--- config.mk ---
export PLATFORM = sky130hd
export DESIGN_NAME = accumTop
export DESIGN_NICKNAME = d
export VERILOG_FILES = /design/src/logic/accumPkg.sv /design/src/logic/halfAlign.sv /design/src/logic/halfMantAdd.sv /design/src/logic/halfNormalize.sv /design/src/logic/halfRound.sv /design/src/logic/accumControl.sv /design/src/logic/accumTop.sv
export SDC_FILE = /design/constraint.sdc
export NUM_CORES = 1
export LEC_CHECK = 0
export BUFFER_PORTS_ARGS = -buffer_cell sky130_fd_sc_hd__buf_2
export CAP_MARGIN = 30
export CORE_ASPECT_RATIO = 1.5
export CORE_MARGIN = 3
export CORE_UTILIZATION = 55
export CTS_CLUSTER_SIZE = 20
export DETAILED_ROUTE_END_ITERATION = 6
export PLACE_DENSITY = 0.73
export SYNTH_ARGS = -nofsm -noshare
export SYNTH_HDL_FRONTEND = slang
export SYNTH_SLANG_ARGS = --single-unit
--- constraint.sdc ---
create_clock -name ap_clk -period 16.15 [get_ports ap_clk]
set_clock_uncertainty 0.1 [all_clocks]
set_input_delay 0.8075 -clock ap_clk [delete_from_list [all_inputs] [get_ports ap_clk]]
set_output_delay 0.8075 -clock ap_clk [all_outputs]
set_load 0.01 [all_outputs]
--- src/logic/accumPkg.sv ---
`default_nettype none

package accumPkg;

	// IEEE half-precision field layout
	localparam int ExpBits = 5;
	localparam int ManBits = 10;
	localparam int ExpBias = 15;     // Largest finite exponent is 2*ExpBias
	localparam int GrsBits = 3;      // Guard, round, sticky

	// Adder pipeline depth and per-element cost
	localparam int AddLatency = 4;   // Align, add, normalize, round
	localparam int ElemCycles = AddLatency + 2; // Plus Read and Load

	typedef logic [ExpBits-1:0] expT;

	// Sign, biased exponent, stored mantissa
	typedef struct packed {
		logic sign;
		expT exp;
		logic [ManBits-1:0] man;
	} halfT;

	// Carry, hidden bit, mantissa, then GRS at the bottom
	typedef logic [ManBits+GrsBits+1:0] wideManT;

	// Block controller states
	typedef enum logic [2:0] {
		Idle,     // Waiting for start
		Read,     // Memory strobe or completion
		Load,     // Word on memData, operands enter adder
		Wait,     // Adder in flight
		Update    // Sum takes adder result
	} ctrlStateT;

endpackage

`default_nettype wire

--- src/logic/halfAlign.sv ---
`timescale 1ns/1ns
`default_nettype none

module halfAlign import accumPkg::*; (
	input logic ap_clk,
	input halfT opA,
	input halfT opB,
	output logic alnSign,    // Sign of the larger operand
	output logic alnSub,     // Signs differ, effective subtract
	output expT alnExp,      // Common exponent
	output wideManT alnBig,  // Larger mantissa, unshifted
	output wideManT alnSmall // Smaller mantissa, shifted with sticky
);

	localparam int ManW = $bits(wideManT);

	logic [ExpBits+ManBits-1:0] magA;   // Magnitude with zero exponent forced to zero
	logic [ExpBits+ManBits-1:0] magB;
	logic aBig;
	expT bigExp;
	expT smallExp;
	expT shiftAmt;
	logic [ManBits-1:0] bigMan;
	logic [ManBits-1:0] smallMan;
	wideManT smallPre;
	logic [2*ManW-1:0] smallExt;        // Upper half is result, lower half feeds sticky
	logic signSel;

	// No subnormals, zero exponent means zero
	assign magA = (opA.exp == '0) ? '0 : {opA.exp, opA.man};
	assign magB = (opB.exp == '0) ? '0 : {opB.exp, opB.man};
	assign aBig = magA >= magB;         // Tie picks A

	assign {bigExp, bigMan} = aBig ? magA : magB;
	assign {smallExp, smallMan} = aBig ? magB : magA;
	assign shiftAmt = bigExp - smallExp; // Never negative

	// Hidden bit only on a nonzero exponent
	assign smallPre = {1'b0, smallExp != '0, smallMan, {GrsBits{1'b0}}};
	assign smallExt = {smallPre, {ManW{1'b0}}} >> shiftAmt;

	// Exact cancellation lands on +0
	always_comb begin
		if (magA == magB && opA.sign != opB.sign) begin
			signSel = 1'b0;
		end else begin
			signSel = aBig ? opA.sign : opB.sign;
		end
	end

	always_ff @(posedge ap_clk) begin
		alnSign <= signSel;
		alnSub <= opA.sign ^ opB.sign;
		alnExp <= bigExp;
		alnBig <= {1'b0, bigExp != '0, bigMan, {GrsBits{1'b0}}};
		// Everything below the window ORs into sticky
		alnSmall <= {smallExt[2*ManW-1:ManW+1], smallExt[ManW] | (|smallExt[ManW-1:0])};
	end

endmodule

`default_nettype wire

--- src/logic/halfMantAdd.sv ---
`timescale 1ns/1ns
`default_nettype none

module halfMantAdd import accumPkg::*; (
	input logic ap_clk,
	input logic alnSign,
	input logic alnSub,
	input expT alnExp,
	input wideManT alnBig,
	input wideManT alnSmall,
	output logic addSign,
	output expT addExp,
	output wideManT addSum   // Top bit set on carry out
);

	wideManT sumNext;

	// Larger operand first, so the difference stays positive
	always_comb begin
		if (alnSub) begin
			sumNext = alnBig - alnSmall;
		end else begin
			sumNext = alnBig + alnSmall; // Carry bit has room
		end
	end

	always_ff @(posedge ap_clk) begin
		addSign <= alnSign;   // Sign of larger operand
		addExp <= alnExp;
		addSum <= sumNext;
	end

endmodule

`default_nettype wire

--- src/logic/halfNormalize.sv ---
`timescale 1ns/1ns
`default_nettype none

module halfNormalize import accumPkg::*; (
	input logic ap_clk,
	input logic addSign,
	input expT addExp,
	input wideManT addSum,
	output logic normSign,
	output logic [ExpBits:0] normExp, // Extra bit for overflow after carry
	output wideManT normMan,          // Hidden bit back at its home position
	output logic normZero             // Zero sum or underflow
);

	localparam int TopBit = ManBits + GrsBits;   // Hidden bit position
	localparam int LzW = $clog2(TopBit + 2);

	logic carry;
	logic sumZero;
	logic expLow;
	logic [LzW-1:0] lzCnt;
	logic signed [ExpBits+1:0] expWork;   // Signed so underflow shows
	wideManT manWork;

	assign carry = addSum[TopBit+1];
	assign sumZero = addSum == '0;

	// Leading zeros below the carry bit, highest one wins
	always_comb begin
		lzCnt = LzW'(TopBit + 1);
		for (int i = 0; i <= TopBit; i++) begin
			if (addSum[i]) begin
				lzCnt = LzW'(TopBit - i);
			end
		end
	end

	always_comb begin
		if (carry) begin
			// One step right, dropped bit folds into sticky
			manWork = {1'b0, addSum[TopBit+1:2], addSum[1] | addSum[0]};
			expWork = {2'b00, addExp} + 1'b1;
		end else begin
			manWork = addSum << lzCnt;
			expWork = {2'b00, addExp} - lzCnt;
		end
	end

	assign expLow = expWork <= 0;   // Would be subnormal, flushed

	always_ff @(posedge ap_clk) begin
		// Underflow only follows cancellation, so that zero is positive
		normSign <= addSign & (sumZero | ~expLow);
		normExp <= expWork[ExpBits:0];
		normMan <= manWork;
		normZero <= sumZero | expLow;
	end

endmodule

`default_nettype wire

--- src/logic/halfRound.sv ---
`timescale 1ns/1ns
`default_nettype none

module halfRound import accumPkg::*; (
	input logic ap_clk,
	input logic normSign,
	input logic [ExpBits:0] normExp,
	input wideManT normMan,
	input logic normZero,
	output halfT addResult
);

	logic guardBit;
	logic roundBit;
	logic stickyBit;
	logic roundUp;
	logic [ManBits+1:0] manRnd;   // Carry, hidden, stored mantissa
	logic [ExpBits:0] expRnd;
	halfT resNext;

	assign guardBit = normMan[GrsBits-1];
	assign roundBit = normMan[GrsBits-2];
	assign stickyBit = |normMan[GrsBits-3:0];

	// Nearest even, a tie only rounds up from an odd lsb
	assign roundUp = guardBit & (roundBit | stickyBit | normMan[GrsBits]);
	assign manRnd = {1'b0, normMan[ManBits+GrsBits:GrsBits]} + roundUp;
	assign expRnd = normExp + manRnd[ManBits+1]; // Mantissa wrapped to 1.0

	always_comb begin
		resNext.sign = normSign;
		resNext.exp = expRnd[ExpBits-1:0];
		resNext.man = manRnd[ManBits-1:0];   // Already zero after a wrap
		if (normZero) begin
			resNext.exp = '0;
			resNext.man = '0;
		end else if (expRnd > (ExpBits + 1)'(2 * ExpBias)) begin
			// Saturate to signed infinity
			resNext.exp = '1;
			resNext.man = '0;
		end
	end

	always_ff @(posedge ap_clk) begin
		addResult <= resNext;
	end

endmodule

`default_nettype wire

--- src/logic/accumControl.sv ---
`timescale 1ns/1ns
`default_nettype none

module accumControl import accumPkg::*; #(
	parameter int NumElems = 16,
	localparam int AddrW = (NumElems > 1) ? $clog2(NumElems) : 1
) (
	input logic ap_clk,
	input logic ap_rst,
	input logic apStart,
	input logic apContinue,
	output logic apDone,
	output logic apIdle,
	output logic apReady,
	output logic [AddrW-1:0] memAddr,
	output logic memEn,
	input halfT memData,     // Valid the cycle after memEn
	output halfT opA,
	output halfT opB,
	input halfT addResult,
	output halfT sumOut,
	output logic sumVld
);

	localparam int IdxW = $clog2(NumElems + 1);   // Index must reach NumElems
	localparam int PhaseW = $clog2(ElemCycles);

	ctrlStateT state;
	ctrlStateT stateNext;
	logic [IdxW-1:0] elemIdx;
	logic [PhaseW-1:0] phase;   // Cycle within the element, Read is 0
	logic startOk;
	logic finish;               // Final Read, all elements summed
	logic doneReg;              // Done held until continue
	halfT sumReg;
	halfT holdReg;              // Last completed sum

	assign startOk = state == Idle && apStart && !doneReg;
	assign finish = state == Read && elemIdx == IdxW'(NumElems);

	always_comb begin
		stateNext = state;
		case (state)
			Idle: begin
				if (startOk) begin
					stateNext = Read;
				end
			end
			Read: stateNext = finish ? Idle : Load;
			Load: stateNext = Wait;
			Wait: begin
				// Update lines up with the adder result
				if (phase == PhaseW'(ElemCycles - 2)) begin
					stateNext = Update;
				end
			end
			Update: stateNext = Read;
			default: stateNext = Idle;
		endcase
	end

	always_ff @(posedge ap_clk) begin
		if (ap_rst) begin
			state <= Idle;
			elemIdx <= '0;
			phase <= '0;
			doneReg <= 1'b0;
			holdReg <= '0;
		end else begin
			state <= stateNext;
			phase <= (state == Read) ? PhaseW'(1) : phase + 1'b1;
			if (startOk) begin
				elemIdx <= '0;
			end else if (state == Update) begin
				elemIdx <= elemIdx + 1'b1;
			end
			// Continue wins over a new completion
			if (apContinue) begin
				doneReg <= 1'b0;
			end else if (finish) begin
				doneReg <= 1'b1;
			end
			if (finish) begin
				holdReg <= sumReg;
			end
		end
	end

	// Running sum
	always_ff @(posedge ap_clk) begin
		if (startOk) begin
			sumReg <= '0;   // Positive zero
		end else if (state == Update) begin
			sumReg <= addResult;
		end
	end

	assign memEn = state == Read && !finish;
	assign memAddr = elemIdx[AddrW-1:0];

	// Operands enter the adder in Load, zero word otherwise
	assign opA = sumReg;
	assign opB = (state == Load) ? memData : '0;

	assign sumOut = finish ? sumReg : holdReg;
	assign sumVld = finish;
	assign apDone = finish | doneReg;
	assign apReady = finish;
	assign apIdle = state == Idle && !apStart;

endmodule

`default_nettype wire

--- src/logic/accumTop.sv ---
`timescale 1ns/1ns
`default_nettype none

module accumTop import accumPkg::*; #(
	parameter int NumElems = 16,
	localparam int AddrW = (NumElems > 1) ? $clog2(NumElems) : 1
) (
	input logic ap_clk,
	input logic ap_rst,
	input logic apStart,
	input logic apContinue,
	output logic apDone,
	output logic apIdle,
	output logic apReady,
	output logic [AddrW-1:0] memAddr,
	output logic memEn,
	input halfT memData,
	output halfT sumOut,
	output logic sumVld
);

	halfT opA;             // Running sum
	halfT opB;             // Word from memory
	halfT addResult;

	// Stage 1 to 2
	logic alnSign;
	logic alnSub;
	expT alnExp;
	wideManT alnBig;
	wideManT alnSmall;

	// Stage 2 to 3
	logic addSign;
	expT addExp;
	wideManT addSum;

	// Stage 3 to 4
	logic normSign;
	logic [ExpBits:0] normExp;
	wideManT normMan;
	logic normZero;

	accumControl #(
		.NumElems(NumElems)
	) ctrl0 (
		.ap_clk,
		.ap_rst,
		.apStart,
		.apContinue,
		.apDone,
		.apIdle,
		.apReady,
		.memAddr,
		.memEn,
		.memData,
		.opA,
		.opB,
		.addResult,
		.sumOut,
		.sumVld
	);

	// Four-stage adder, one pair per cycle
	halfAlign align0 (
		.ap_clk,
		.opA,
		.opB,
		.alnSign,
		.alnSub,
		.alnExp,
		.alnBig,
		.alnSmall
	);

	halfMantAdd mant0 (
		.ap_clk,
		.alnSign,
		.alnSub,
		.alnExp,
		.alnBig,
		.alnSmall,
		.addSign,
		.addExp,
		.addSum
	);

	halfNormalize norm0 (
		.ap_clk,
		.addSign,
		.addExp,
		.addSum,
		.normSign,
		.normExp,
		.normMan,
		.normZero
	);

	halfRound round0 (
		.ap_clk,
		.normSign,
		.normExp,
		.normMan,
		.normZero,
		.addResult     // Back to the controller
	);

endmodule

`default_nettype wire

==> results by group <==
Finish
  • FF+latch area: approximately 2700 µm²
  • Util after Layout: 0.627
  • Multi-input logic area: 4820 µm²
  • Antenna diodes: 0
  • Area delta synth->final: 10.8%
  • Fraction of layout cells with a size suffix above 1: 0.131
  • Final #Nets: 1076
  • Layout fillers: ~1300

Placed design
  • Buffers on Ports: 44
  • DP Wirelength: between 15000 and 20000 µm
  • Placer congestion estimate: 0.982

Timing
  • Final Critical Period: roughly 7 ns
  • Setup TNS Final: 0 ns
  • Slew Limit Fails: 0
  • Final Hold Fails: 0
  • Setup-failing EPs final: 0
  • Peak Freq: 145 MHz
  • RSZ-0062 raised after global routing: no
  • Slew @ Worst Pin: 0.809 ns
  • Tcrit/Tclk final: 0.427
  • Slew margin rel.: 0.461

Worst setup path
  • CP max FO: 21
  • CP Launch Type: flip-flop
  • Worst R2R End: align0.alnSmall[0]
  • Required @ worst endpoint: approximately 16 ns
  • Critical path capture point type: flip-flop
  • Crit path kind: flip-flop to flip-flop
  • Worst R2R Setup Slack: slightly above 9 ns
  • R2r worst-path depth: 21
  • Reg-to-reg startpoint: ctrl0.opA[11]
  • Arrival time worst endpoint: just over 7 ns
  • CP Launch Point: ctrl0.opA[11]

Pwr
  • Part of the power in registers: 0.327
  • Power per cell area: around 150 nW/µm²
  • Pint: between 700 and 800 µW
  • Clk network pwr share: 0.284
  • Max VDD drop: 0.0000798 V
  • Switching share of power: 0.399
  • Switch Pwr: ~520 µW
  • LEAKAGE: 0.00373 µW
  • Logic pwr share: 0.390

Die
  • Core box area: 14100 µm²
  • Die Y: 154 µm
  • DIE AREA: around 16000 µm²
  • DIE WIDTH: ~100 µm
  • Num ports: 45
  • Cell row count: 53
  • Initial core utilization: 0.565

Global route
  • Global Route Usage Sum: 0.256
  • Largest net degree at the start of global routing: 30
  • Initial antenna violation count: 0
  • First-pass GRT wire length: 33500 µm
  • GRT Residual Overflow: 0
  • Vias in the first global route: approximately 6800

Drt
  • DRT Wirelength: 20400 µm
  • DR iter-0 viols: roughly 430
  • Via count: ~7000
  • WL/cell: between 15 and 20 µm
  • DRC: 0
  • Routed Antenna Nets: 0
  • Vias/cell: 5.81
  • Drt pass-1 iters: 5

Worst hold path
  • Worst min-delay path category: flip-flop to flip-flop
  • Hold EP: mant0.addExp[4]
  • Origin of the worst min-delay path: align0.alnExp[4]
  • Hold path cells: 0

Clock tree
  • Postcts setup bufs: 0
  • CTS tree: done
  • Hold-fix buffers, CTS: 0
  • Clk buf depth: 2
  • CTS Buf Count: 17
  • H-tree depth: 4
  • Root Buffer: clkbuf_16
  • Clock Latency Late Sink: 0.42 ns
  • Post-CTS resize count: 0
  • Clk sinks: 135
  • Worst-path clk slew: 0.07 ns

Logic synthesis
  • Cells after synthesis: 984
  • Post-Syn Area: approximately 8000 µm²
  • Post-synthesis sequential area ratio: 0.338
  • Post-synth ARST share: 0
  • Register bit total from synthesis: 135
  • Yosys warnings: 0
  • Top_reg_cell synth: dfxtp_1
  • Synthesized net count: 1058
  • Synth unique cells: 82
  • Number of synthesized flops with an enable pin: 0
  • Syn_area_per_cell: approximately 8 µm²

Flow run
  • Max-cap violation count: 0

Status
  • Outcome: finished clean
[critical path, cell delays in order (launching register included)]
cell	delay [ns]
dfxtp_1	0.39
or4_4	0.61
o21ai_0	0.64
inv_1	0.15
ha_1	0.34
a21oi_1	0.13
o21ai_1	0.09
a211oi_2	0.22
buf_4	0.25
and2_1	0.69
a21oi_1	0.26
ha_1	0.85
mux2_2	0.40
o21ai_0	0.10
nor2_1	0.08
o211a_1	0.23
nor2_1	0.22
o211ai_1	0.13
o22ai_1	0.13
o2111ai_1	0.12
a2111oi_0	0.54
a41oi_2	0.07
[cells by family (layout without fill, tap and decap cells)]
family / Yosys count / in the layout / synth area share
xor gates and xnor gates: 34 / 34 / 0.0373
AOI/OAI and AO/OA: 224 / 224 / 0.188
DFF: 135 / 135 / 0.338
buffers and inverters: 115 / 146 / 0.0589
adders and majority gates: 54 / 54 / 0.0865
muxes: 39 / 39 / 0.0664
and+or+nand+nor: 383 / 383 / 0.224
[synth_stat cells, types with 4 or more instances]
cell type / n / area (µm²)
nand2b_1: 8 / 50.1
a211oi_1: 9 / 67.6
nor2b_1: 20 / 125
and3_1: 11 / 68.8
a2111oi_0: 4 / 35.0
inv_1: 54 / 203
o221ai_1: 4 / 35.0
a221oi_1: 5 / 43.8
a21o_1: 4 / 30.0
a21oi_1: 67 / 335
xnor2_1: 17 / 149
mux2i_1: 13 / 130
o21a_1: 7 / 52.6
o31ai_1: 6 / 45.0
nor2_1: 72 / 270
nand4_1: 6 / 37.5
o21ai_1: 7 / 35.0
or3_1: 4 / 25.0
buf_4: 7 / 52.6
o31a_1: 5 / 43.8
clkinv_1: 5 / 18.8
o211ai_1: 7 / 52.6
xor2_1: 17 / 149
clkbuf_1: 40 / 150
ha_1: 52 / 651
nor3b_1: 4 / 30.0
dfxtp_1: 135 / 2700
nand3_1: 38 / 190
o21ai_0: 46 / 230
a22oi_1: 6 / 45.0
nand2_1: 160 / 601
nor4_1: 7 / 43.8
and2_1: 11 / 68.8
mux2_2: 14 / 158
a21boi_0: 4 / 30.0
o21bai_1: 6 / 45.0
buf_2: 4 / 20.0
nor3_1: 25 / 125
mux4_2: 9 / 203
[per-stage QoR]
| stage | setup slack, ns | total power (µW) | hold WS, ns | cell area, µm² | instances |
|---|---|---|---|---|---|
| 6_report | 9.25 | 1300 | 0.225 | 8850 | 1207 |
| 5_1_grt | 8.81 | 1380 | 0.233 | 8850 | 1207 |
| 3_5_place_dp | 9.20 | 927 | 0.212 | 8280 | 1175 |
| 4_1_cts | 9.38 | 1300 | 0.225 | 8850 | 1207 |
| 3_3_place_gp | 9.30 | 926 | 0.213 | 8280 | 1175 |
| 2_1_floorplan | 10.14 | 804 | 0.210 | 7990 | 984 |
[worst max-delay path by stage]
stage	cells after the start	slack, ns	to
final	21	9.25	align0.alnSmall[0]
after global routing	21	8.81	align0.alnSmall[0]
after global placement	23	9.30	align0.alnSmall[0]
after floorplan	23	10.14	align0.alnSmall[0]
after CTS	21	9.38	align0.alnSmall[0]
after detailed placement	23	9.20	align0.alnSmall[0]
[state kept, by name (all words and copies together), names as in the netlist, 3 cells and up]
signal            count
ctrl0.holdReg        16
ctrl0.opA            16
round0.addResult     16
mant0.addSum         15
align0.alnSmall      14
norm0.normMan        14
align0.alnBig        11
norm0.normExp         6
align0.alnExp         5
ctrl0.elemIdx         5
mant0.addExp          5
ctrl0.phase           3
ctrl0.state           3
[placed cells by master (no fill, tap or decap), types with 5 or more instances in the layout]
| master | n |
|---|---|
| nand3_1 | 38 |
| clkbuf_16 | 17 |
| and3_1 | 11 |
| o21ai_1 | 7 |
| nand4_1 | 6 |
| inv_6 | 5 |
| inv_1 | 54 |
| o21ai_0 | 46 |
| o31ai_1 | 6 |
| nor3_1 | 25 |
| ha_1 | 52 |
| a21oi_1 | 67 |
| nand2_1 | 160 |
| nor2b_1 | 20 |
| nand2b_1 | 8 |
| xor2_1 | 17 |
| nor2_1 | 72 |
| a211oi_1 | 9 |
| o21a_1 | 7 |
| mux2i_1 | 13 |
| xnor2_1 | 17 |
| clkinv_1 | 5 |
| buf_4 | 10 |
| a221oi_1 | 5 |
| mux2_2 | 14 |
| and2_1 | 11 |
| mux4_2 | 9 |
| a22oi_1 | 6 |
| o211ai_1 | 7 |
| inv_8 | 5 |
| o21bai_1 | 6 |
| buf_2 | 44 |
| o31a_1 | 5 |
| dfxtp_1 | 135 |
| nor4_1 | 6 |
[metal layers]
| metal | vias to the layer above | track usage | routed length, µm |
|---|---|---|---|
| li1 | 3472 | - | - |
| met1 | 3245 | 0.295 | 8270 |
| met2 | 224 | 0.447 | 10100 |
| met3 | 69 | 0.0420 | 934 |
| met4 | 0 | 0.146 | 1030 |
| met5 | - | 0 | 0 |
[layout make-up]
| type | count | share of cell area |
|---|---|---|
| multi-input combinational | 734 | 0.545 |
| sequential | 135 | 0.305 |
| clock buffer | 18 | 0.0496 |
| timing repair buffer | 54 | 0.0334 |
| tap | 192 | 0.0271 |
| inverter | 60 | 0.0254 |
| clock inverter | 14 | 0.0144 |
[power by group through the flow]
stage / combinational, µW / clock [µW] / sequential, µW
after global routing: 562 / 389 / 432
after detailed placement: 497 / 0 / 430
final: 507 / 369 / 426
after CTS: 502 / 374 / 425
after floorplan: 394 / 0 / 410
after global placement: 495 / 0 / 431
No activity file was read; power rests on OpenSTA's default activity.
